--- src/exec_settings.svh ---
`ifndef EXEC_SETTINGS_SVH
`define EXEC_SETTINGS_SVH

// ************************************************************
// Datapath and transport dimensions.
// ************************************************************

// Data word width.
`define EXEC_XLEN 32

// Request queue slots, equal to the upstream credits after reset.
`define EXEC_REQ_DEPTH 4

// Most result credits the consumer may grant at once.
`define EXEC_RES_CREDITS 2

// Request tag width.
`define EXEC_TAG_BITS 4

`endif

--- src/isa_pkg.sv ---
`default_nettype none

`include "exec_settings.svh"

package isa_pkg;

   typedef logic [`EXEC_XLEN-1:0] word_t;
   typedef logic [4:0]            shamt_t;

   // ************************************************************
   // Operations handled by the execute stage.
   // ************************************************************
   typedef enum logic [5:0] {
      // Integer and logic.
      ADD, ADDI, SUB,
      AND, ANDI, OR, ORI, XOR, XORI,
      // Shifts.
      SLL, SLLI, SRL, SRLI, SRA, SRAI,
      // Set less than.
      SLT, SLTI, SLTU, SLTIU,
      // Upper immediate and jumps.
      LUI, AUIPC, JAL, JALR,
      // Loads and stores, address only.
      LB, LH, LW, LBU, LHU,
      SB, SH, SW,
      // RV32M.
      MUL, MULH, MULHSU, MULHU,
      DIV, DIVU, REM, REMU
   } exec_op_e;

endpackage

`default_nettype wire

--- src/exec_flow_pkg.sv ---
`default_nettype none

`include "exec_settings.svh"

package exec_flow_pkg;

   import isa_pkg::*;

   typedef logic [`EXEC_TAG_BITS-1:0] tag_t;
   typedef logic [2:0]                credit_t;

   // Request from the decode stage.
   typedef struct packed {
      tag_t     tag;
      exec_op_e op;
      word_t    rs1;
      word_t    rs2;
      word_t    imm;
      word_t    pc;
   } exec_req_t;

   // Result toward the consumer. Target is zero unless redirect.
   typedef struct packed {
      tag_t  tag;
      word_t value;
      word_t target;
      logic  redirect;
      logic  eq;
      logic  gtu;
   } exec_res_t;

endpackage

`default_nettype wire

--- src/exec_muldiv.sv ---
`timescale 1ns/1ps
`default_nettype none

`include "exec_settings.svh"

module exec_muldiv
   import isa_pkg::*, exec_flow_pkg::*;
(
   input  logic      clk_i,
   input  logic      rst_i,
   input  logic      start_i,
   input  exec_req_t req_i,
   output logic      done_o,
   output exec_res_t res_o
);

   localparam int XLEN = `EXEC_XLEN;

   typedef enum logic [1:0] {S_IDLE, S_RUN, S_FINISH} md_state_e;

   md_state_e                  state_q;
   shamt_t                     count_q;
   logic                       done_q;
   exec_res_t                  res_q;
   exec_res_t                  mul_res;
   exec_res_t                  fin_res;
   logic                       is_div;
   logic                       is_rem;
   logic                       div_signed;
   logic                       div_zero;
   logic                       special;
   word_t                      special_val;
   word_t                      mag_a;
   word_t                      mag_b;
   logic signed [XLEN:0]       ext_a;
   logic signed [XLEN:0]       ext_b;
   logic signed [2*XLEN+1:0]   product;
   word_t                      rem_q;
   word_t                      quo_q;
   word_t                      dvs_q;
   word_t                      quo_fix;
   word_t                      rem_fix;
   word_t                      special_val_q;
   logic                       special_q;
   logic                       is_rem_q;
   logic                       neg_quo_q;
   logic                       neg_rem_q;
   tag_t                       tag_q;
   logic                       eq_q;
   logic                       gtu_q;

   // One restoring step. Returns the new remainder and quotient.
   function automatic logic [2*XLEN-1:0] div_step(word_t rem, word_t quo, word_t dvs);
      logic [XLEN:0] shifted;
      logic [XLEN:0] diff;
      shifted = {rem, quo[XLEN-1]};
      diff    = shifted - {1'b0, dvs};
      if (shifted >= {1'b0, dvs}) begin
         return {diff[XLEN-1:0], quo[XLEN-2:0], 1'b1};
      end
      return {shifted[XLEN-1:0], quo[XLEN-2:0], 1'b0};
   endfunction

   // ************************************************************
   // Multiply, one shared signed 33x33 product.
   // ************************************************************
   assign ext_a   = {(req_i.op inside {MULH, MULHSU}) & req_i.rs1[XLEN-1], req_i.rs1};
   assign ext_b   = {(req_i.op == MULH) & req_i.rs2[XLEN-1], req_i.rs2};
   assign product = ext_a * ext_b;

   always_comb begin
      mul_res       = '0;
      mul_res.tag   = req_i.tag;
      mul_res.eq    = (req_i.rs1 == req_i.rs2);
      mul_res.gtu   = (req_i.rs1 > req_i.rs2);
      mul_res.value = (req_i.op == MUL) ? product[XLEN-1:0] : product[2*XLEN-1:XLEN];
   end

   // ************************************************************
   // Divide setup and sign fix.
   // ************************************************************
   assign is_div     = req_i.op inside {DIV, DIVU, REM, REMU};
   assign is_rem     = req_i.op inside {REM, REMU};
   assign div_signed = req_i.op inside {DIV, REM};
   assign div_zero   = (req_i.rs2 == '0);
   assign special    = div_zero || (div_signed && req_i.rs2 == '1 &&
                                    req_i.rs1 == {1'b1, {(XLEN-1){1'b0}}});
   assign special_val = is_rem ? (div_zero ? req_i.rs1 : '0) : (div_zero ? '1 : req_i.rs1);
   assign mag_a = (div_signed && req_i.rs1[XLEN-1]) ? -req_i.rs1 : req_i.rs1;
   assign mag_b = (div_signed && req_i.rs2[XLEN-1]) ? -req_i.rs2 : req_i.rs2;

   assign quo_fix = neg_quo_q ? -quo_q : quo_q;
   assign rem_fix = neg_rem_q ? -rem_q : rem_q;

   always_comb begin
      fin_res       = '0;
      fin_res.tag   = tag_q;
      fin_res.eq    = eq_q;
      fin_res.gtu   = gtu_q;
      fin_res.value = special_q ? special_val_q : (is_rem_q ? rem_fix : quo_fix);
   end

   always_ff @(posedge clk_i) begin
      if (rst_i) begin
         state_q <= S_IDLE;
         count_q <= '0;
         done_q  <= 1'b0;
      end else begin
         done_q <= 1'b0;
         case (state_q)
            S_IDLE: begin
               if (start_i && !is_div) begin
                  done_q <= 1'b1;
               end else if (start_i) begin
                  // The first step runs in the start cycle.
                  count_q <= shamt_t'(1);
                  state_q <= special ? S_FINISH : S_RUN;
               end
            end
            S_RUN: begin
               count_q <= count_q + 1'b1;
               if (count_q == shamt_t'(XLEN - 1)) begin
                  state_q <= S_FINISH;
               end
            end
            default: begin
               done_q  <= 1'b1;
               state_q <= S_IDLE;
            end
         endcase
      end
   end

   always_ff @(posedge clk_i) begin
      if (state_q == S_IDLE && start_i) begin
         res_q          <= mul_res;
         tag_q          <= req_i.tag;
         eq_q           <= mul_res.eq;
         gtu_q          <= mul_res.gtu;
         is_rem_q       <= is_rem;
         special_q      <= special;
         special_val_q  <= special_val;
         neg_quo_q      <= div_signed && (req_i.rs1[XLEN-1] ^ req_i.rs2[XLEN-1]);
         neg_rem_q      <= div_signed && req_i.rs1[XLEN-1];
         dvs_q          <= mag_b;
         {rem_q, quo_q} <= div_step('0, mag_a, mag_b);
      end else if (state_q == S_RUN) begin
         {rem_q, quo_q} <= div_step(rem_q, quo_q, dvs_q);
      end else if (state_q == S_FINISH) begin
         res_q <= fin_res;
      end
   end

   assign done_o = done_q;
   assign res_o  = res_q;

endmodule

`default_nettype wire

--- config.mk ---
export PLATFORM = sky130hd
export DESIGN_NAME = exec_muldiv
export DESIGN_NICKNAME = d
export VERILOG_FILES = /design/src/isa_pkg.sv /design/src/exec_flow_pkg.sv /design/src/exec_muldiv.sv
export VERILOG_INCLUDE_DIRS = /design/src /design/src/src
export SDC_FILE = /design/constraint.sdc
export NUM_CORES = 2
export LEC_CHECK = 0
export BUFFER_PORTS_ARGS = -buffer_cell sky130_fd_sc_hd__buf_2
export CAP_MARGIN = 20
export CORE_ASPECT_RATIO = 1.75
export CORE_MARGIN = 3
export CORE_UTILIZATION = 50
export CTS_CLUSTER_SIZE = 16
export DETAILED_ROUTE_END_ITERATION = 8
export PLACE_DENSITY = 0.67
export RECOVER_POWER = 25
export SLEW_MARGIN = 15
export SYNTH_ARGS = -nofsm -noshare
export SYNTH_HDL_FRONTEND = slang
export SYNTH_SLANG_ARGS = --single-unit
--- constraint.sdc ---
create_clock -name clk_i -period 11.87 [get_ports clk_i]
set_input_delay 2.374 -clock clk_i [delete_from_list [all_inputs] [get_ports clk_i]]
set_output_delay 2.374 -clock clk_i [all_outputs]
set_load 0.005 [all_outputs]
Word level (Yosys, flattened, before mapping)
Cells that the tools add are included.
{"block": "word_totals", "word_cells": 106, "ram_bits": 0, "latchBits": 0, "rom_bits": 0, "reg_bits": 184, "mem_count": 0, "output_inout_bits": 72}
{"block": "classes", "multipliers": 1, "n_addsub": 7, "n_mux": 36, "eq_ne": 17, "n_shift": 0, "order_cmp": 3, "reduce_logical": 21, "div": 0, "n_bitwise": 3}
{"operator": "$mux 32", "count": 14}
{"operator": "$mux 64", "count": 4}
{"operator": "$mux 71", "count": 3}
{"operator": "$neg 32->32", "count": 4}
{"operator": "$eq 32x32->1 const B", "count": 2}
{"operator": "$mul 33x33->64", "count": 1}
{"operator": "$eq 6x6->1 const B", "count": 6}
{"operator": "$ge 33x32->1", "count": 1}
{"operator": "$eq 32x32->1", "count": 1}
{"operator": "$ge 1x32->1", "count": 1}
{"operator": "$gt 32x32->1", "count": 1}
{"operator": "$logic_not 32->1", "count": 1}
{"operator": "$sub 1x32->32", "count": 1}
{"operator": "$sub 32x32->32", "count": 1}
{"operator": "$reduce_bool 2->1", "count": 6}
{"operator": "$mux 5", "count": 2}
{"operator": "$pmux 5 s2", "count": 1}
{"operator": "$mux 2", "count": 4}
{"operator": "$ne 2x2->1 const B", "count": 4}
{"operator": "$logic_and 1x1->1", "count": 7}
{"operator": "$eq 6x5->1 const B", "count": 1}
{"operator": "$mux 1", "count": 6}
{"operator": "$reduce_and 3->1", "count": 2}
{"operator": "$add 5x1->5 const B", "count": 1}
{"operator": "other kinds (12)", "count": 13}

Logic depth before layout (Yosys ltp)
{"block": "depth", "word_depth": 9, "depth_mapped": 34, "ltp_nobuf": 30}

Least setup slack after synthesis
No wires, ideal clock.
{"block": "synth_path", "kind": "input-to-reg", "startpoint": "input req_i[131] in the netlist's numbering", "endpoint": "register res_q, in the netlist res_o[65] (data pin)", "setup_time_ns": 0.257, "path_stages": 31, "n_path_buf": 3, "arrival_ns": 10.640, "path_slack_ns": 0.973, "path_cell_list": "or3b_2 nor3_1 clkbuf_1 and2_1 clkbuf_1 clkbuf_1 nand2_1 fa_1 fa_1 inv_1 fa_1 inv_1 fa_1 inv_1 fa_1 fa_1 fa_1 inv_1 fa_1 inv_1 ha_1 a21o_1 a21o_1 a21o_1 a21oi_1 o21ai_0 a211oi_1 o31ai_1 nor2_1 a21oi_1 a32o_1"}
{"block": "synth_between", "elab_chain_len": 6, "elab_cells_between_ends": 9}
{"item": "start, declared", "line_no": "exec_muldiv.sv:12", "rtl": "input exec_req_t req_i,"}
{"item": "$eq 6x6->1, on equally long branches", "line_no": "exec_muldiv.sv:67, exec_muldiv.sv:68"}
{"item": "$reduce_bool 2->1", "line_no": "exec_muldiv.sv:67", "rtl": "assign ext_a = {(req_i.op inside {MULH, MULHSU}) & req_i.rs1[XLEN-1], req_i.rs1};"}
{"item": "$and 1x1->1", "line_no": "exec_muldiv.sv:67"}
{"item": "$mul 33x33->64", "line_no": "exec_muldiv.sv:69", "rtl": "assign product = ext_a * ext_b;"}
{"item": "$mux 32 (*)", "line_no": "exec_muldiv.sv:76", "rtl": "mul_res.value = (req_i.op == MUL) ? product[XLEN-1:0] : product[2*XLEN-1:XLEN];"}
{"item": "$mux 71 (*)", "line_no": "exec_muldiv.sv:135", "rtl": "if (state_q == S_IDLE && start_i) begin"}
{"item": "end signal, assigned", "line_no": "exec_muldiv.sv:136", "rtl": "res_q <= mul_res;"}
{"item": "end signal, assigned", "line_no": "exec_muldiv.sv:150", "rtl": "res_q <= fin_res;"}
{"item": "end, declared", "line_no": "exec_muldiv.sv:24", "rtl": "exec_res_t res_q;"}
Every way passes the cells marked *; elsewhere a longest branch is shown, timed or not.
A chain may end at the register's enable or synchronous reset.

Worst setup path after layout
{"block": "layout_path", "startpoint": "input req_i[131] in the netlist's numbering", "endpoint": "register res_q, in the netlist res_o[61] (data pin)"}
Same word-level chain as after synthesis.

==> run_results.csv <==
group,metric,value,unit
worst_setup_path,critPathArrivalTime,11.28,ns
placement,numPortBuffers,115,
worst_setup_path,cp_max_fo,23,
clock_tree,cts_hold_buf,0,
floorplanning,fp-row-count,156,
clock_tree,root_buffer,"clkbuf_16",
clock_tree,clk_pin_slew,0.08,ns
clock_tree,cts_tree,"built",
worst_setup_path,slowest_delay,0.72,ns
clock_tree,clock_sinks,184,
floorplanning,die_y,435,um
floorplanning,die_x,251,um
worst_setup_path,worstSetupPathType,"in -> reg",
sta,setup_viol,0,
clock_tree,cts_setup_buffers,0,
placement,dp_slack,0.299,ns
logic_synthesis,synth-seq-cells,184,
worst_setup_path,reg2reg_from,"state_q[1]$_SDFFE_PP0P_",
sta,holdWs,0.524,ns
hold_path,whs_path_depth,2,
routing,vias,41800,
finish,synthToLayoutAreaGrowth,5.23,%
finish,layout_common_cells,"inv_1 (1,282), fa_1 (1,126), nand2_1 (971)",
sta,relSlewSlack,-180,%
sta,fmaxAchievable,90.1,MHz
sta,hold_viol_final,0,
floorplanning,start_util,50.7,%
routing,wirelength,175000,um
worst_setup_path,worstPathRequired,12.05,ns
placement,dpl.hpwl,141000,um
sta,period_minus_slack,11.10,ns
logic_synthesis,synth_cell_types,79,
grt,grt_max_degree,81,
worst_setup_path,critPathLaunchType,"primary input",
finish,stdcell_area,0.0554,mm2
status,violations,"max-capacitance violations, max-slew violations",
sta,skew,0.0150,ns
logic_synthesis,synth_area,0.0526,mm2
sta,rsz0062_at_grt,"no",
logic_synthesis,ys_async_sr_fraction,0,%
clock_tree,cts_resized,0,
worst_setup_path,critPathBufInv,12,
floorplanning,io_pins,213,
status,outcome,"finished, violations left",
worst_setup_path,r2r_end,"res_o[65]$_DFFE_PP_",
routing,drtIter0Drc,2843,
worst_setup_path,reg2regPathDepth,6,
sta,tightest_slew,4.19,ns
logic_synthesis,ys_warn_count,0,
run,max_cap_viol_count,3,
sta,setup_ws,0.769,ns
finish,final_common_cell,"inv_1",
routing,vias_per_cell,5.76,
grt,first_global_vias,45500,
sta,setup_tns,0,ns
sta,min_period_over_period,93.5,%
routing,wl_per_cell,24.1,um
finish,drive_gt1_share,5.52,%
worst_setup_path,cpMostUsedCell,"fa_1",
floorplanning,core,0.104,mm2
grt,grt-ovfl-total,0,
logic_synthesis,dominantRegCellSynth,"edfxtp_1",
floorplanning,die_area,0.109,mm2
worst_setup_path,cp-end-kind,"flop",
finish,nNetsFinal,7479,
worst_setup_path,regToRegSetupSlack,6.48,ns
logic_synthesis,synth-edff-count,176,
clock_tree,clk_latency,0.47,ns
worst_setup_path,cpMaxStageDelayCell,"fa_1",
logic_synthesis,postSynthAreaPerCell,8.87,um2
routing,drtAntennaViolNets,0,
hold_path,min_path_type,"reg -> reg",
placement,place.gp.congestion,0.989,
grt,antenna_found_initial,11,
grt,gr-usage-all-layers,32.7,%
logic_synthesis,synth_seq_area_share,10.3,%
clock_tree,htreeDepth,4,
hold_path,min_to,"res_o[68]$_DFFE_PP_",
worst_setup_path,crit_family,"adder cells",
sta,drv_slew,141,
hold_path,min_from,"tag_q[1]$_DFFE_PP_",
clock_tree,cts_buffers,17,
clock_tree,cts_buffer_depth,2,
grt,grt_pass1_wl,267000,um
logic_synthesis,postSynthCellCount,5936,
routing,drtPass1Iterations,8,
placement,placed_cell_area,0.0548,mm2
routing,remaining_drc_errors,0,
worst max path at each step:
stage,startpoint,to,slack (ns),cells past startpoint
floorplan,req_i[131],res_o[65]$_DFFE_PP_,0.97,31
global placement,req_i[131],res_o[61]$_DFFE_PP_,0.39,34
CTS,req_i[131],res_o[61]$_DFFE_PP_,0.78,34
detailed placement,req_i[131],res_o[61]$_DFFE_PP_,0.30,34
global route,req_i[131],res_o[61]$_DFFE_PP_,0.42,34
finish,req_i[131],res_o[61]$_DFFE_PP_,0.77,34
through the flow:
stage | util (%) | cells
CTS | 53.3 | 7248
detailed placement | 52.7 | 7216
global placement | 52.7 | 7216
global route | 53.3 | 7252
floorplan | - | 5968
finish | 53.4 | 7262
layer usage:
layer | vias up | track usage, % | wire length, um
met5 | - | 0 | 44
met4 | 6 | 26.0 | 17600
met3 | 731 | 5.89 | 12200
met2 | 1815 | 57.8 | 88700
met1 | 21400 | 33.8 | 56300
li1 | 17900 | - | -
cells in the mapped netlist (7+ instances only):
cell type / n / share of area (%)
buf_1: 50 / 0.36
o41ai_1: 12 / 0.20
and3_1: 29 / 0.34
a21boi_0: 7 / 0.10
fa_1: 1126 / 43
a21o_1: 53 / 0.76
dfxtp_1: 8 / 0.30
mux2i_1: 35 / 0.67
a211o_1: 8 / 0.13
o31ai_1: 45 / 0.64
inv_1: 1282 / 9.1
nand2b_1: 23 / 0.27
nand3_1: 49 / 0.47
nand4_1: 35 / 0.42
and2_1: 253 / 3.0
o21a_1: 16 / 0.23
a21oi_1: 160 / 1.5
clkinv_1: 8 / 0.057
a31oi_1: 26 / 0.31
a2111oi_0: 9 / 0.15
xnor2_1: 132 / 2.2
nor4_1: 22 / 0.26
buf_4: 34 / 0.48
o21bai_1: 8 / 0.11
or2_2: 14 / 0.17
edfxtp_1: 176 / 10
nand2_1: 971 / 6.9
o21ai_0: 181 / 1.7
nor2b_1: 24 / 0.29
clkbuf_1: 280 / 2.0
nor2_1: 213 / 1.5
a211oi_1: 62 / 0.88
xor2_1: 82 / 1.4
nor3_1: 50 / 0.48
ha_1: 317 / 7.5
or3_1: 16 / 0.19
or4_1: 12 / 0.17
o211ai_1: 9 / 0.13
flip-flops by register name, summed over array words and instances (netlist names), 2 cells and up:
| signal | cells |
|---|---|
| rem_q | 32 |
| count_q | 5 |
| res_o | 38 |
| state_q | 2 |
| special_val_q | 32 |
| tag_q | 4 |
| dvs_q | 32 |
| quo_q | 32 |
worst register-to-register path: stages, from the launching register on:
cell	delay [ns]
dfxtp_1	0.44
inv_1	0.11
nand3_1	0.88
clkinvlp_2	1.86
nand2_1	1.25
o21ai_0	0.29
a32o_1	0.32
cells by family after synthesis:
family	synth area share, %
AOI/OAI and AO/OA	7.81
xor gates and xnor gates	3.56
adders and majority gates	50.4
buffers and inverters	12.2
DFF	10.3
muxes	0.687
other	0.00712
and+or+nand+nor	15.0
layout make-up:
type	instances	area, um2
fill	9619	48400
multi-input combinational	4118	40900
sequential	184	5450
inverter	1291	4850
timing repair buffer	283	1850
tap	1343	1680
clock buffer	18	429
clock inverter	14	205
antenna	11	27.5
Power is left out: the tool's default activity adds up to more than one toggle a clock period on the data nets, which glitch-free logic cannot reach.
