`config.mk`:
```
export PLATFORM = sky130hd
export DESIGN_NAME = exec_req_queue
export DESIGN_NICKNAME = d
export VERILOG_FILES = /design/src/isa_pkg.sv /design/src/exec_flow_pkg.sv /design/src/exec_req_queue.sv
export VERILOG_INCLUDE_DIRS = /design/src /design/src/src
export SDC_FILE = /design/constraint.sdc
export NUM_CORES = 1
export LEC_CHECK = 0
export ABC_AREA = 1
export BUFFER_PORTS_ARGS = -buffer_cell sky130_fd_sc_hd__buf_4
export CAP_MARGIN = 20
export CORE_MARGIN = 1
export CORE_UTILIZATION = 46
export CTS_BUF_LIST = sky130_fd_sc_hd__clkbuf_2
export DETAILED_ROUTE_END_ITERATION = 16
export PLACE_DENSITY = 0.66
export REMOVE_ABC_BUFFERS = 1
export SYNTH_ARGS = -nofsm -noshare
export SYNTH_HDL_FRONTEND = slang
export SYNTH_SLANG_ARGS = --single-unit
```
`constraint.sdc`:
```
create_clock -name clk_i -period 5.7 [get_ports clk_i]
set_clock_uncertainty 0.2 [all_clocks]
set_input_delay 1.14 -clock clk_i [delete_from_list [all_inputs] [get_ports clk_i]]
set_output_delay 1.14 -clock clk_i [all_outputs]
set_load 0.05 [all_outputs]
```
`src/exec_settings.svh`:
```
`ifndef EXEC_SETTINGS_SVH
`define EXEC_SETTINGS_SVH

// ************************************************************
// Datapath and transport dimensions.
// ************************************************************

// Data word width.
`define EXEC_XLEN 32

// Request queue slots, equal to the upstream credits after reset.
`define EXEC_REQ_DEPTH 4

// Most result credits the consumer may grant at once.
`define EXEC_RES_CREDITS 2

// Request tag width.
`define EXEC_TAG_BITS 4

`endif

```
`src/isa_pkg.sv`:
```
`default_nettype none

`include "exec_settings.svh"

package isa_pkg;

   typedef logic [`EXEC_XLEN-1:0] word_t;
   typedef logic [4:0]            shamt_t;

   // ************************************************************
   // Operations handled by the execute stage.
   // ************************************************************
   typedef enum logic [5:0] {
      // Integer and logic.
      ADD, ADDI, SUB,
      AND, ANDI, OR, ORI, XOR, XORI,
      // Shifts.
      SLL, SLLI, SRL, SRLI, SRA, SRAI,
      // Set less than.
      SLT, SLTI, SLTU, SLTIU,
      // Upper immediate and jumps.
      LUI, AUIPC, JAL, JALR,
      // Loads and stores, address only.
      LB, LH, LW, LBU, LHU,
      SB, SH, SW,
      // RV32M.
      MUL, MULH, MULHSU, MULHU,
      DIV, DIVU, REM, REMU
   } exec_op_e;

endpackage

`default_nettype wire

```
`src/exec_flow_pkg.sv`:
```
`default_nettype none

`include "exec_settings.svh"

package exec_flow_pkg;

   import isa_pkg::*;

   typedef logic [`EXEC_TAG_BITS-1:0] tag_t;
   typedef logic [2:0]                credit_t;

   // Request from the decode stage.
   typedef struct packed {
      tag_t     tag;
      exec_op_e op;
      word_t    rs1;
      word_t    rs2;
      word_t    imm;
      word_t    pc;
   } exec_req_t;

   // Result toward the consumer. Target is zero unless redirect.
   typedef struct packed {
      tag_t  tag;
      word_t value;
      word_t target;
      logic  redirect;
      logic  eq;
      logic  gtu;
   } exec_res_t;

endpackage

`default_nettype wire

```
`src/exec_req_queue.sv`:
```
`timescale 1ns/1ps
`default_nettype none

`include "exec_settings.svh"

module exec_req_queue
   import exec_flow_pkg::*;
#(
   parameter int DEPTH = `EXEC_REQ_DEPTH
) (
   input  logic      clk_i,
   input  logic      rst_i,
   input  logic      push_i,
   input  exec_req_t push_data_i,
   input  logic      pop_i,
   output logic      head_valid_o,
   output exec_req_t head_o,
   output logic      credit_o
);

   localparam int PTR_W = (DEPTH > 1) ? $clog2(DEPTH) : 1;
   localparam int CNT_W = $clog2(DEPTH + 1);

   typedef logic [PTR_W-1:0] ptr_t;

   exec_req_t        mem_q [DEPTH];
   ptr_t             wr_ptr_q;
   ptr_t             rd_ptr_q;
   logic [CNT_W-1:0] count_q;
   logic             credit_q;
   logic             do_pop;

   function automatic ptr_t next_ptr(ptr_t p);
      return (p == ptr_t'(DEPTH - 1)) ? '0 : p + ptr_t'(1);
   endfunction

   assign head_valid_o = (count_q != '0);
   assign head_o       = mem_q[rd_ptr_q];
   assign do_pop       = pop_i && head_valid_o;
   assign credit_o     = credit_q;

   // Upstream credits keep a push from landing on a full queue.
   always_ff @(posedge clk_i) begin
      if (push_i) begin
         mem_q[wr_ptr_q] <= push_data_i;
      end
   end

   always_ff @(posedge clk_i) begin
      if (rst_i) begin
         wr_ptr_q <= '0;
         rd_ptr_q <= '0;
         count_q  <= '0;
         credit_q <= 1'b0;
      end else begin
         credit_q <= do_pop;
         if (push_i) begin
            wr_ptr_q <= next_ptr(wr_ptr_q);
         end
         if (do_pop) begin
            rd_ptr_q <= next_ptr(rd_ptr_q);
         end
         case ({push_i, do_pop})
            2'b10:   count_q <= count_q + 1'b1;
            2'b01:   count_q <= count_q - 1'b1;
            default: count_q <= count_q;
         endcase
      end
   end

endmodule

`default_nettype wire

```
-- After elaboration in Yosys (flattened, before gate mapping)
Memory sizes are Yosys's and may differ from the RTL's. A register that Yosys moved wholly into a read port is not among the register bits.
Cells that the tools add are included.
- equality and inequality tests: 4
- $add $sub $neg: 4
- multiplexer cells: 7
- reductions and logical operators: 3
- operators with widths (operator ; number):
    2-bit 2-to-1 mux ; 4
    2-bit equality test, second input constant ; 3
    3-bit one-hot mux with 2 select lines ; 1
    2-bit by 1-bit adder with 2-bit output, second input constant ; 2
    3-bit by 1-bit adder with 3-bit output, second input constant ; 1
    3-bit nonzero test ; 1
    3-bit by 1-bit subtractor with 3-bit output, second input constant ; 1
    2-bit by 1-bit equality test with 1-bit output, second input constant ; 1
    1-bit 2-to-1 mux ; 2
    2-bit nonzero test ; 1
    1-bit logical AND ; 1
- logic and storage cells: 23
- bits in registers: 8
- memories kept: 1
- input port bits: 142
- output and inout bits: 140
- bits in writable memories: 552
- memory list (memory ; words ; width ; rd ports ; clocked after Yosys merged registers in ; write ports ; RTL line ; RTL):
    mem_q ; 4 ; 138 ; 1 ; 1 ; 1 ; exec_req_queue.sv:26 ; exec_req_t mem_q [DEPTH];

-- Depth between registers and ports, before layout
Gate-level depths: netlist of the first run.
- depth after elaboration: 4
- gate-level depth with buffers: 13
- gate-level depth less buffers: 13

-- Worst setup path before layout of the first run
Ideal clock, no wire load.
- path type: input to register
- from: input port push_i
- to: memory mem_q[3][0] in the netlist's numbering, enable pin
- cell stages on the path: 2
- arrival: 3834 ps
- path buffers: 0
- required time: 5009 ps
- library setup time: 491 ps
- slack: 1176 ps
- path through: nand2_1 > inv_1
- cells in the longest elaborated chain, start to end: 2
- ends and longest elaborated chain (what ; RTL line ; RTL):
    start: declaration ; exec_req_queue.sv:13 ; input logic push_i,
    1-bit 2-to-1 mux ; exec_req_queue.sv:44 ; if (push_i) begin
    1-bit 2-to-1 mux (not written as such) ; exec_req_queue.sv:45 ; mem_q[wr_ptr_q] <= push_data_i;
    end: declaration ; exec_req_queue.sv:26 ;
Every way passes these cells.

==> results of run 1 <==
## worst paths after layout
kind | start | end | slack (ns) | cells after the start
max reg2reg | wr_ptr_q[0]$_SDFFE_PP0P_ | mem_q[1][88]$_DFFE_PP_ | 3.23 | 4
max | register | head_o[28] | 0.59 | 4
min | rd_ptr_q[0]$_SDFFE_PP0N_ | register | 0.34 | 2
min reg2reg | rd_ptr_q[0]$_SDFFE_PP0N_ | register | 0.34 | 2
## kinds of logic after synthesis
logic type,after synthesis
AOI/OAI and AO/OA,423
and+or+nand+nor,299
adders and majority gates,7
buffers and inverters,109
DFF,562
## registers in the layout, summed over array words and instances (netlist names), named ones only
register,flops
mem_q,552
count_q,3
credit_o,1
wr_ptr_q,2
rd_ptr_q,2
## worst max-delay path, stage by stage, from the launching register on
cell     delay (ns)
dfxtp_4        0.88
buf_4          0.82
o21ai_0        0.22
o22ai_1        0.29
buf_4          0.25
## through the flow
| step | power [W] | instance area, um2 | cells | utilization |
|---|---|---|---|---|
| after floorplan | 0.007458 | 20370 | 1310 | - |
| after global placement | 0.008635 | 23420 | 2195 | 0.5262 |
| after detailed placement | 0.008679 | 23420 | 2195 | 0.5262 |
| after CTS | 0.01133 | 26020 | 2562 | 0.5846 |
| after global routing | 0.01175 | 26030 | 2566 | 0.5849 |
| final | 0.01122 | 26040 | 2569 | 0.5850 |
## routing by layer
metal / wire length, um / track usage / share of wire / up-vias
li1: - / - / - / 6369
met1: 20100 / 0.2617 / 0.42 / 6523
met2: 23150 / 0.3307 / 0.48 / 461
met3: 3582 / 0.07997 / 0.075 / 93
met4: 1031 / 0.08298 / 0.022 / 2
met5: 13 / 0 / 0.00027 / -
## cell usage after synthesis
cell type | count | area (um2)
edfxtp_1 | 552 | 16580
nor2_1 | 281 | 1055
o21ai_0 | 175 | 875.8
o22ai_1 | 138 | 863.3
o21ai_1 | 104 | 520.5
clkbuf_1 | 41 | 153.9
buf_2 | 30 | 150.1
inv_1 | 18 | 67.56
buf_6 | 15 | 168.9
nand2_1 | 11 | 41.29
dfxtp_1 | 10 | 200.2
a21oi_1 | 6 | 30.03
ha_1 | 6 | 75.07
nand3_1 | 4 | 20.02
buf_4 | 2 | 15.01
clkbuf_2 | 2 | 10.01
fa_1 | 1 | 20.02
inv_4 | 1 | 6.260
nand4_1 | 1 | 6.260
nor3_1 | 1 | 5.000
or2_2 | 1 | 6.260
## cell type report
cell class	count	area, um2	share of cell area
Sequential cell	562	16780	0.6445
Antenna cell	7	17.52	0.0006727
Clock inverter	31	209.0	0.008024
Multi-Input combinational cell	729	3518	0.1351
Inverter	19	103.9	0.003988
Tap cell	592	740.7	0.02845
Clock buffer	194	970.9	0.03729
Timing Repair Buffer	435	3696	0.1419
## power by group through the flow
stage / Clock [W] / Combinational (W) / Sequential (W)
final: 0.00256 / 0.00381 / 0.00485
after global routing: 0.00285 / 0.00402 / 0.00487
after CTS: 0.00265 / 0.00383 / 0.00485
after detailed placement: 0 / 0.00373 / 0.00495
after global placement: 0 / 0.00369 / 0.00494
after floorplan: 0 / 0.00246 / 0.00500
==> metrics.md, run 1 <==
| Metric | Value |
|---|---|
| Via count | `13450` |
| P&R area growth vs syn | `24.79%` |
| Reg clk slew, reported paths | `0.10 ns` |
| Grt total ovfl | `0` |
| Ports | `282` |
| Final hold violation count | `0` |
| F_max | `195.8 MHz` |
| CP startpoint kind | `register` |
| Post-Syn Area | `20870 um2` |
| WP data arrival | `3.77 ns` |
| Die Y | `215.0 um` |
| Clock Path Buffers | `3` |
| Clock power share | `0.228` |
| Wire length per cell | `18.64 um` |
| Most frequent cells in the layout | `edfxtp_1, buf_4, nor2_1, clkbuf_2, o21ai_0` |
| Worst-path fanout max | `90` |
| Resized Gates After CTS | `0` |
| Post-Synth Simple-Gate Area | `0.05433` |
| Post-CTS Repair Setup Buffers | `0` |
| Proportion of layout cells with a drive suffix above 1 | `0.2579` |
| PortBufs | `281` |
| DRT Pass-1 Iters | `6` |
| CTS Buf Count | `141` |
| Clock latency reported for the late side of the worst-skew pair | `1.24 ns` |
| Post-DRT Antenna Nets | `0` |
| MaxCap Viol Count | `0` |
| Yosys cell types | `21` |
| Gate power share | `0.340` |
| Pin slew with the least headroom to its limit | `1.073 ns` |
| Fill count | `3502` |
| Post-CTS Hold Fix Bufs | `142` |
| CP Class | `reg -> out` |
| Fin crit share | `0.8962` |
| Final nets | `2037` |
| Hold Crit Class | `reg -> reg` |
| Clock sink count | `562` |
| YS warnings | `0` |
| P per Cell Area | `430.7 nW/um2` |
| First-pass GRT wire length | `74310 um` |
| Most common cell after layout, fill and taps aside | `edfxtp_1` |
| Register share of total power | `0.432` |
| Register area share after synthesis | `0.8040` |
| Post-Syn Instances | `1400` |
| Post-synthesis compound-gate area fraction | `0.1097` |
| Core area | `44510 um2` |
| Largest family of logic cells by synthesized area | `compound AO/OA/AOI/OAI gates` |
| DR iter-0 viols | `1035` |
| Worst setup margin | `0.5918 ns` |
| Adder-cell share of the synthesized area | `0.004557` |
| Run status | `finished, final reports clean` |
| Total track usage | `0.2098` |
| GPL Wtd Cong | `0.7371` |
| Die area | `46220 um2` |
| CTS tree | `yes` |
| Largest net degree at the start of global routing | `157` |
| Cell Rows | `77` |
| Vias per inst | `5.235` |
| Yosys reg bits | `562` |
| Root buf cell | `clkbuf_2` |
| Worst IR Drop VDD | `318.3 uV` |
| Crit. End Element | `output pin` |
| DRC viols | `0` |
| Pre-CTS setup slack | `1.886 ns` |
| Critical Path RT | `4.36 ns` |
| Dpl hpwl | `24300 um` |
| Final max-slew violation count | `0` |
| Number of global-route vias before repair | `13970` |
| Initial antenna violation count | `4` |
| Unrepaired setup endpoints after global routing | `no` |
| Hold slack | `0.3357 ns` |
| Net load switching power | `0.004391 W` |
| Routed wire length | `47880 um` |
| Initial core utilization | `0.4688` |
| Die Span X | `215.0 um` |
| Post-synthesis xor/xnor area fraction | `0` |
| Count of final setup violators | `0` |
| Setup TNS | `0 ns` |
| H-tree levels | `4` |
| Lkg Pwr | `9.394 nW` |
| Syn_area_per_cell | `14.90 um2` |
| Slew HR | `0.2847` |
| Switch share | `0.3915` |
| Mux cell area share after synthesis | `0` |
| Minimum clock period | `5.108 ns` |
| P_int | `0.006825 W` |
Power figures use the tool's default switching activity.
==> inputs of run 2 (changes only) <==
Settings changed: PLACE_DENSITY 0.66 to not set, PLACE_DENSITY_LB_ADDON set to 0.05.
==> run 2 against run 1 <==
Effect of this change: first-iteration DRC count shrank 28%; final cell count grew 0.19%; sequential power is essentially flat; register-to-register slack gained 0.04 ns; critical path depth grew 1; wire length grew 1.0%; power shrank 0.49%; sequential share of layout area grew 0.078 points; via count shrank 1.4%; die area is the same; global-route usage grew 0.29 points; critical endpoint is now head_o[111]; worst hold slack lost 0.016 ns.
==> metrics.md, run 2 (synthesized netlist as in run 1, its figures left out) <==
| Metric | Value |
|---|---|
| Run status | `finished, final reports clean` |
| Final max-slew violation count | `0` |
| Grt met1 use | `0.2711` |
| Crit. End Element | `output pin` |
| Met3 usage | `0.07176` |
| Initial core utilization | `0.4688` |
| DRC viols | `0` |
| Pin slew with the least headroom to its limit | `1.006 ns` |
| Hold slack | `0.3200 ns` |
| CP startpoint kind | `register` |
| First-pass GRT wire length | `74380 um` |
| Post-route cell area | `26010 um2` |
| Total track usage | `0.2127` |
| Lkg Pwr | `9.430 nW` |
| Routed wire length | `48370 um` |
| CP Class | `reg -> out` |
| Most frequent cells in the layout | `edfxtp_1, buf_4, nor2_1, clkbuf_2, o21ai_0` |
| Clock Path Buffers | `3` |
| Gate power share | `0.343` |
| Biggest register | `mem_q` |
| Die Span X | `215.0 um` |
| F_max | `200.2 MHz` |
| Worst IR Drop VDD | `368.2 uV` |
| Slew HR | `0.3291` |
| Initial antenna violation count | `3` |
| Vias per inst | `5.152` |
| PortBufs | `281` |
| Minimum clock period | `4.996 ns` |
| Clock latency reported for the late side of the worst-skew pair | `1.22 ns` |
| CTS Buf Count | `143` |
| Unrepaired setup endpoints after global routing | `no` |
| Wire length per cell | `18.79 um` |
| DP Area | `23430 um2` |
| Resized Gates After CTS | `0` |
| Die area | `46220 um2` |
| Proportion of layout cells with a drive suffix above 1 | `0.2643` |
| Cell Rows | `77` |
| Met2 GRT Util | `0.3345` |
| Die Y | `215.0 um` |
| Root buf cell | `clkbuf_2` |
| Placed insts | `2195` |
| Reg clk slew, reported paths | `0.11 ns` |
| Grt total ovfl | `0` |
| Fin crit share | `0.8765` |
| Most common cell after layout, fill and taps aside | `edfxtp_1` |
| Post-route insts no fill | `2574` |
| CTS tree | `yes` |
| MaxCap Viol Count | `0` |
| Worst-path fanout max | `148` |
| Net load switching power | `0.004397 W` |
| Gr busiest metal | `met2` |
| WP data arrival | `3.66 ns` |
| Hold Crit Class | `reg -> reg` |
| DRT Pass-1 Iters | `7` |
| Number of global-route vias before repair | `13510` |
| Core area | `44510 um2` |
| Via count | `13260` |
| Clock power share | `0.224` |
| Critical Path RT | `4.36 ns` |
| Switch share | `0.3939` |
| Final nets | `2039` |
| Register share of total power | `0.434` |
| Largest net degree at the start of global routing | `229` |
| Post-DRT Antenna Nets | `0` |
| Biggest regs | `mem_q (552), count_q (3)` |
| Final hold violation count | `0` |
| H-tree levels | `4` |
| Clock sink count | `562` |
| DR iter-0 viols | `748` |
| Register-to-Register Path Depth | `4` |
| P per Cell Area | `429.1 nW/um2` |
| Ports | `282` |
| P&R area growth vs syn | `24.64%` |
| GPL Wtd Cong | `0.7450` |
| Hold path depth | `2` |
| Dpl hpwl | `24690 um` |
| Largest register FFs | `552` |
| P_int | `0.006764 W` |
| Fill count | `3701` |
| Count of final setup violators | `0` |
-- run 2: changes by cell type in the layout (fill, tap and decap cells not counted) --
| cell | delta |
|---|---|
| clkinv_1 | -6 |
| bufinv_16 | -3 |
| buf_4 | -1 |
| clkbuf_2 | +20 |
| diode_2 | -4 |
| inv_4 | +1 |
| clkinv_2 | +1 |
| buf_12 | +1 |
| clkinvlp_4 | -2 |
| inv_6 | -1 |
| clkinv_4 | -1 |
-- run 2: worst max-delay path, cell delays in order, from the launching register on --
cell and delay [ns]:
dfxtp_4 0.53, inv_8 0.62, buf_4 0.45, o21ai_1 0.10
o22ai_1 0.28, buf_4 0.26
-- run 2: per-layer routing --
metal,share of wire,vias up
met5,0,-
met2,0.48,363
met3,0.064,68
met4,0.019,0
li1,-,6353
met1,0.44,6478
-- run 2: path summary, 6_finish.rpt --
path	slack [ns]	startpoint	end
worst max-delay path	0.70	register	head_o[111]
worst min-delay path	0.32	rd_ptr_q[1]$_SDFFE_PP0N_	register
worst max register to register	3.27	wr_ptr_q[0]$_SDFFE_PP0P_	mem_q[1][51]$_DFFE_PP_
worst min register to register	0.32	rd_ptr_q[1]$_SDFFE_PP0N_	register
-- run 2: stage by stage --
stage / setup slack (ns) / total power (W) / setup TNS, ns / util
floorplan: -3.349 / 0.007458 / -453.33 / -
global placement: 2.041 / 0.008697 / 0 / 0.5264
detailed placement: 2.005 / 0.008714 / 0 / 0.5264
CTS: 0.5436 / 0.01131 / 0 / 0.5842
global route: 0.4255 / 0.01171 / 0 / 0.5843
finish: 0.7041 / 0.01116 / 0 / 0.5843
-- run 2: repair_timing --
item,CTS,global route
endpoints found under the hold margin,562,0
setup buffers,0,0
hold buffers,142,0
-- run 2: power groups by stage --
stage	sequential, W	combinational, W	clock (W)
after floorplan	0.00500	0.00246	0
after global placement	0.00493	0.00376	0
after detailed placement	0.00494	0.00378	0
after CTS	0.00484	0.00387	0.00260
after global routing	0.00486	0.00406	0.00279
final	0.00484	0.00383	0.00250
-- run 2: cell type report --
| type | instances | area [um2] | area share |
|---|---|---|---|
| clock buffers | 214 | 1071 | 0.04118 |
| diodes | 3 | 7.507 | 0.0002886 |
| well taps | 592 | 740.7 | 0.02848 |
| inverters | 19 | 101.3 | 0.003897 |
| flip-flops and latches | 562 | 16780 | 0.6453 |
| clock inverters | 20 | 77.57 | 0.002983 |
| repair buffers | 435 | 3709 | 0.1426 |
| multi-input cells | 729 | 3518 | 0.1353 |
==> inputs of run 3 (changes only) <==
Clock period 5.7 ns to 6.44 ns, I/O delays scaled along.
==> run 3 against run 2 <==
Effect of this change: cell area up 0.18%; critical path type unchanged; sequential share of layout area fell by 0.11 points; die area unchanged; largest cell class unchanged; critical path depth shrank 1.
==> metrics.md, run 3 (synthesized netlist as in run 1, its figures left out) <==
| Metric | Value |
|---|---|
| Hold path depth | `4` |
| Delay-heaviest family, CP | `buffers and inverters` |
| Unrepaired setup endpoints after global routing | `no` |
| Worst-path fanout max | `80` |
| Post-route cell area | `26060 um2` |
| Placed insts | `2194` |
| Final nets | `2038` |
| Reg2reg end | `mem_q[3][12]$_DFFE_PP_` |
| CP Class | `reg -> out` |
| CP Buf/Inv Count | `2` |
| P&R area growth vs syn | `24.87%` |
| Hold Crit Class | `in -> reg` |
| Run status | `finished, final reports clean` |
| CTS Buf Count | `144` |
| Routed wire length | `48750 um` |
| Clock sink count | `562` |
| Root buf cell | `clkbuf_2` |
| Reg clk slew, reported paths | `0.10 ns` |
| P per Cell Area | `383.5 nW/um2` |
| Hold EP | `wr_ptr_q[0]$_SDFFE_PP0P_` |
| Wire length per cell | `18.94 um` |
| Ports | `282` |
| Setup TNS | `0 ns` |
| Pre-CTS setup slack | `2.403 ns` |
| Final Core Density | `0.5854` |
| Register-to-Register Path Depth | `4` |
| Clock Path Buffers | `3` |
| RR Startpoint | `wr_ptr_q[0]$_SDFFE_PP0P_` |
| PortBufs | `281` |
| Clock latency reported for the late side of the worst-skew pair | `1.20 ns` |
| Slew HR | `0.2712` |
| Core area | `44510 um2` |
| Fill count | `3655` |
| Die Y | `215.0 um` |
| Count of final setup violators | `0` |
| Resized Gates After CTS | `0` |
| Via count | `13350` |
| Biggest regs | `mem_q (552), count_q (3)` |
| Lkg Pwr | `9.452 nW` |
| H-tree levels | `4` |
| Number of global-route vias before repair | `13360` |
| First-pass GRT wire length | `74560 um` |
| Die Span X | `215.0 um` |
| Initial antenna violation count | `2` |
| Worst setup margin | `1.156 ns` |
| Grt total ovfl | `0` |
| Most frequent cells in the layout | `edfxtp_1, buf_4, nor2_1, clkbuf_2, o21ai_0` |
| CP startpoint kind | `register` |
| Fin crit share | `0.8206` |
| Biggest register | `mem_q` |
| Post-route insts no fill | `2574` |
| Vias per inst | `5.188` |
| Flop2flop setup slack | `3.86 ns` |
| Proportion of layout cells with a drive suffix above 1 | `0.2636` |
| Largest register FFs | `552` |
| Critical path's slowest cell | `buf_4` |
| Minimum clock period | `5.284 ns` |
| Final max-slew violation count | `0` |
| MaxCap Viol Count | `0` |
| Crit path largest cell delay | `0.86 ns` |
| F_max | `189.2 MHz` |
| Largest net degree at the start of global routing | `177` |
| Cell Rows | `77` |
| Hold Path Origin | `push_i` |
| Die area | `46220 um2` |
| Worst IR Drop VDD | `364.0 uV` |
| Cell mode on critical path | `buf_4` |
| GPL Wtd Cong | `0.7433` |
| DRT Pass-1 Iters | `5` |
| Pin slew with the least headroom to its limit | `1.093 ns` |
| DR iter-0 viols | `726` |
| Most common cell after layout, fill and taps aside | `edfxtp_1` |
| Worst-path cell chain | `buf_4 -> o21ai_0 -> o22ai_1 -> buf_4` |
| Dpl hpwl | `25620 um` |
| DRC viols | `0` |
| Critical Path RT | `4.95 ns` |
| Post-DRT Antenna Nets | `0` |
| CTS tree | `yes` |
| Initial core utilization | `0.4688` |
| DP Area | `23400 um2` |
| Final hold violation count | `0` |
| WP data arrival | `3.80 ns` |
| Total track usage | `0.2132` |
| Crit. End Element | `output pin` |
==> run 3: changes by cell type in the layout (fill, tap and decap cells not counted) <==
cell,change
clkinv_2,-1
clkbuf_2,+2
clkinv_1,+3
inv_2,-4
bufinv_16,+3
diode_2,-1
buf_4,+1
dlygate4sd3_1,-1
buf_12,-2
==> run 3: repair_timing <==
| action | CTS | global route |
|---|---|---|
| hold endpoints to repair | 558 | 0 |
| hold buffers | 141 | 0 |
| buffers inserted | 0 | 0 |
==> run 3: worst min-delay path, delay by kind of cell <==
| kind | cells | cell delay [ns] |
|---|---|---|
| buffers and inverters | 2 | 0.19 |
| AO/OA/AOI/OAI | 1 | 0.13 |
| AND/OR/NAND/NOR | 1 | 0.04 |
==> run 3: cell type report <==
cell class,instances,area (um2),share of cell area
well taps,592,740.7,0.02843
multi-input cells,729,3518,0.1350
clock buffers,216,1081,0.04149
flip-flops and latches,562,16780,0.6442
diodes,2,5.005,0.0001921
inverters,19,101.3,0.003890
clock inverters,21,158.9,0.006099
repair buffers,433,3666,0.1407
==> run 3: metal layers <==
layer / up-vias / track usage / share of wire
met2: 378 / 0.3376 / 0.49
met1: 6547 / 0.2747 / 0.44
met3: 55 / 0.07021 / 0.062
met4: 0 / 0.07801 / 0.016
met5: - / 0 / 0
li1: 6374 / - / -
==> run 3: how the worst max path moves through the flow <==
| stage | startpoint | endpoint | slack (ns) | cells past startpoint |
|---|---|---|---|---|
| global route | register | head_o[61] | 0.69 | 4 |
| finish | register | head_o[75] | 1.16 | 4 |
| detailed placement | register | head_o[75] | 2.40 | 5 |
| CTS | register | head_o[75] | 0.89 | 4 |
| global placement | register | head_o[26] | 2.42 | 5 |
| floorplan | register | head_o[0] | -2.76 | 3 |
==> run 3: power by group <==
| part | switching [W] | internal, W | leakage [nW] |
|---|---|---|---|
| logic | 0.00246 | 0.000929 | 3.33 |
| clock network | 0.00133 | 0.000994 | 0.973 |
| registers | 0.0000919 | 0.00419 | 5.15 |
==> run 3: metrics by stage <==
stage	total power (W)	hold WS [ns]
after global placement	0.007686	0.3171
final	0.009993	0.2822
after floorplan	0.006601	0.2827
after CTS	0.01013	0.04474
after detailed placement	0.007706	0.3266
after global routing	0.01050	0.1125
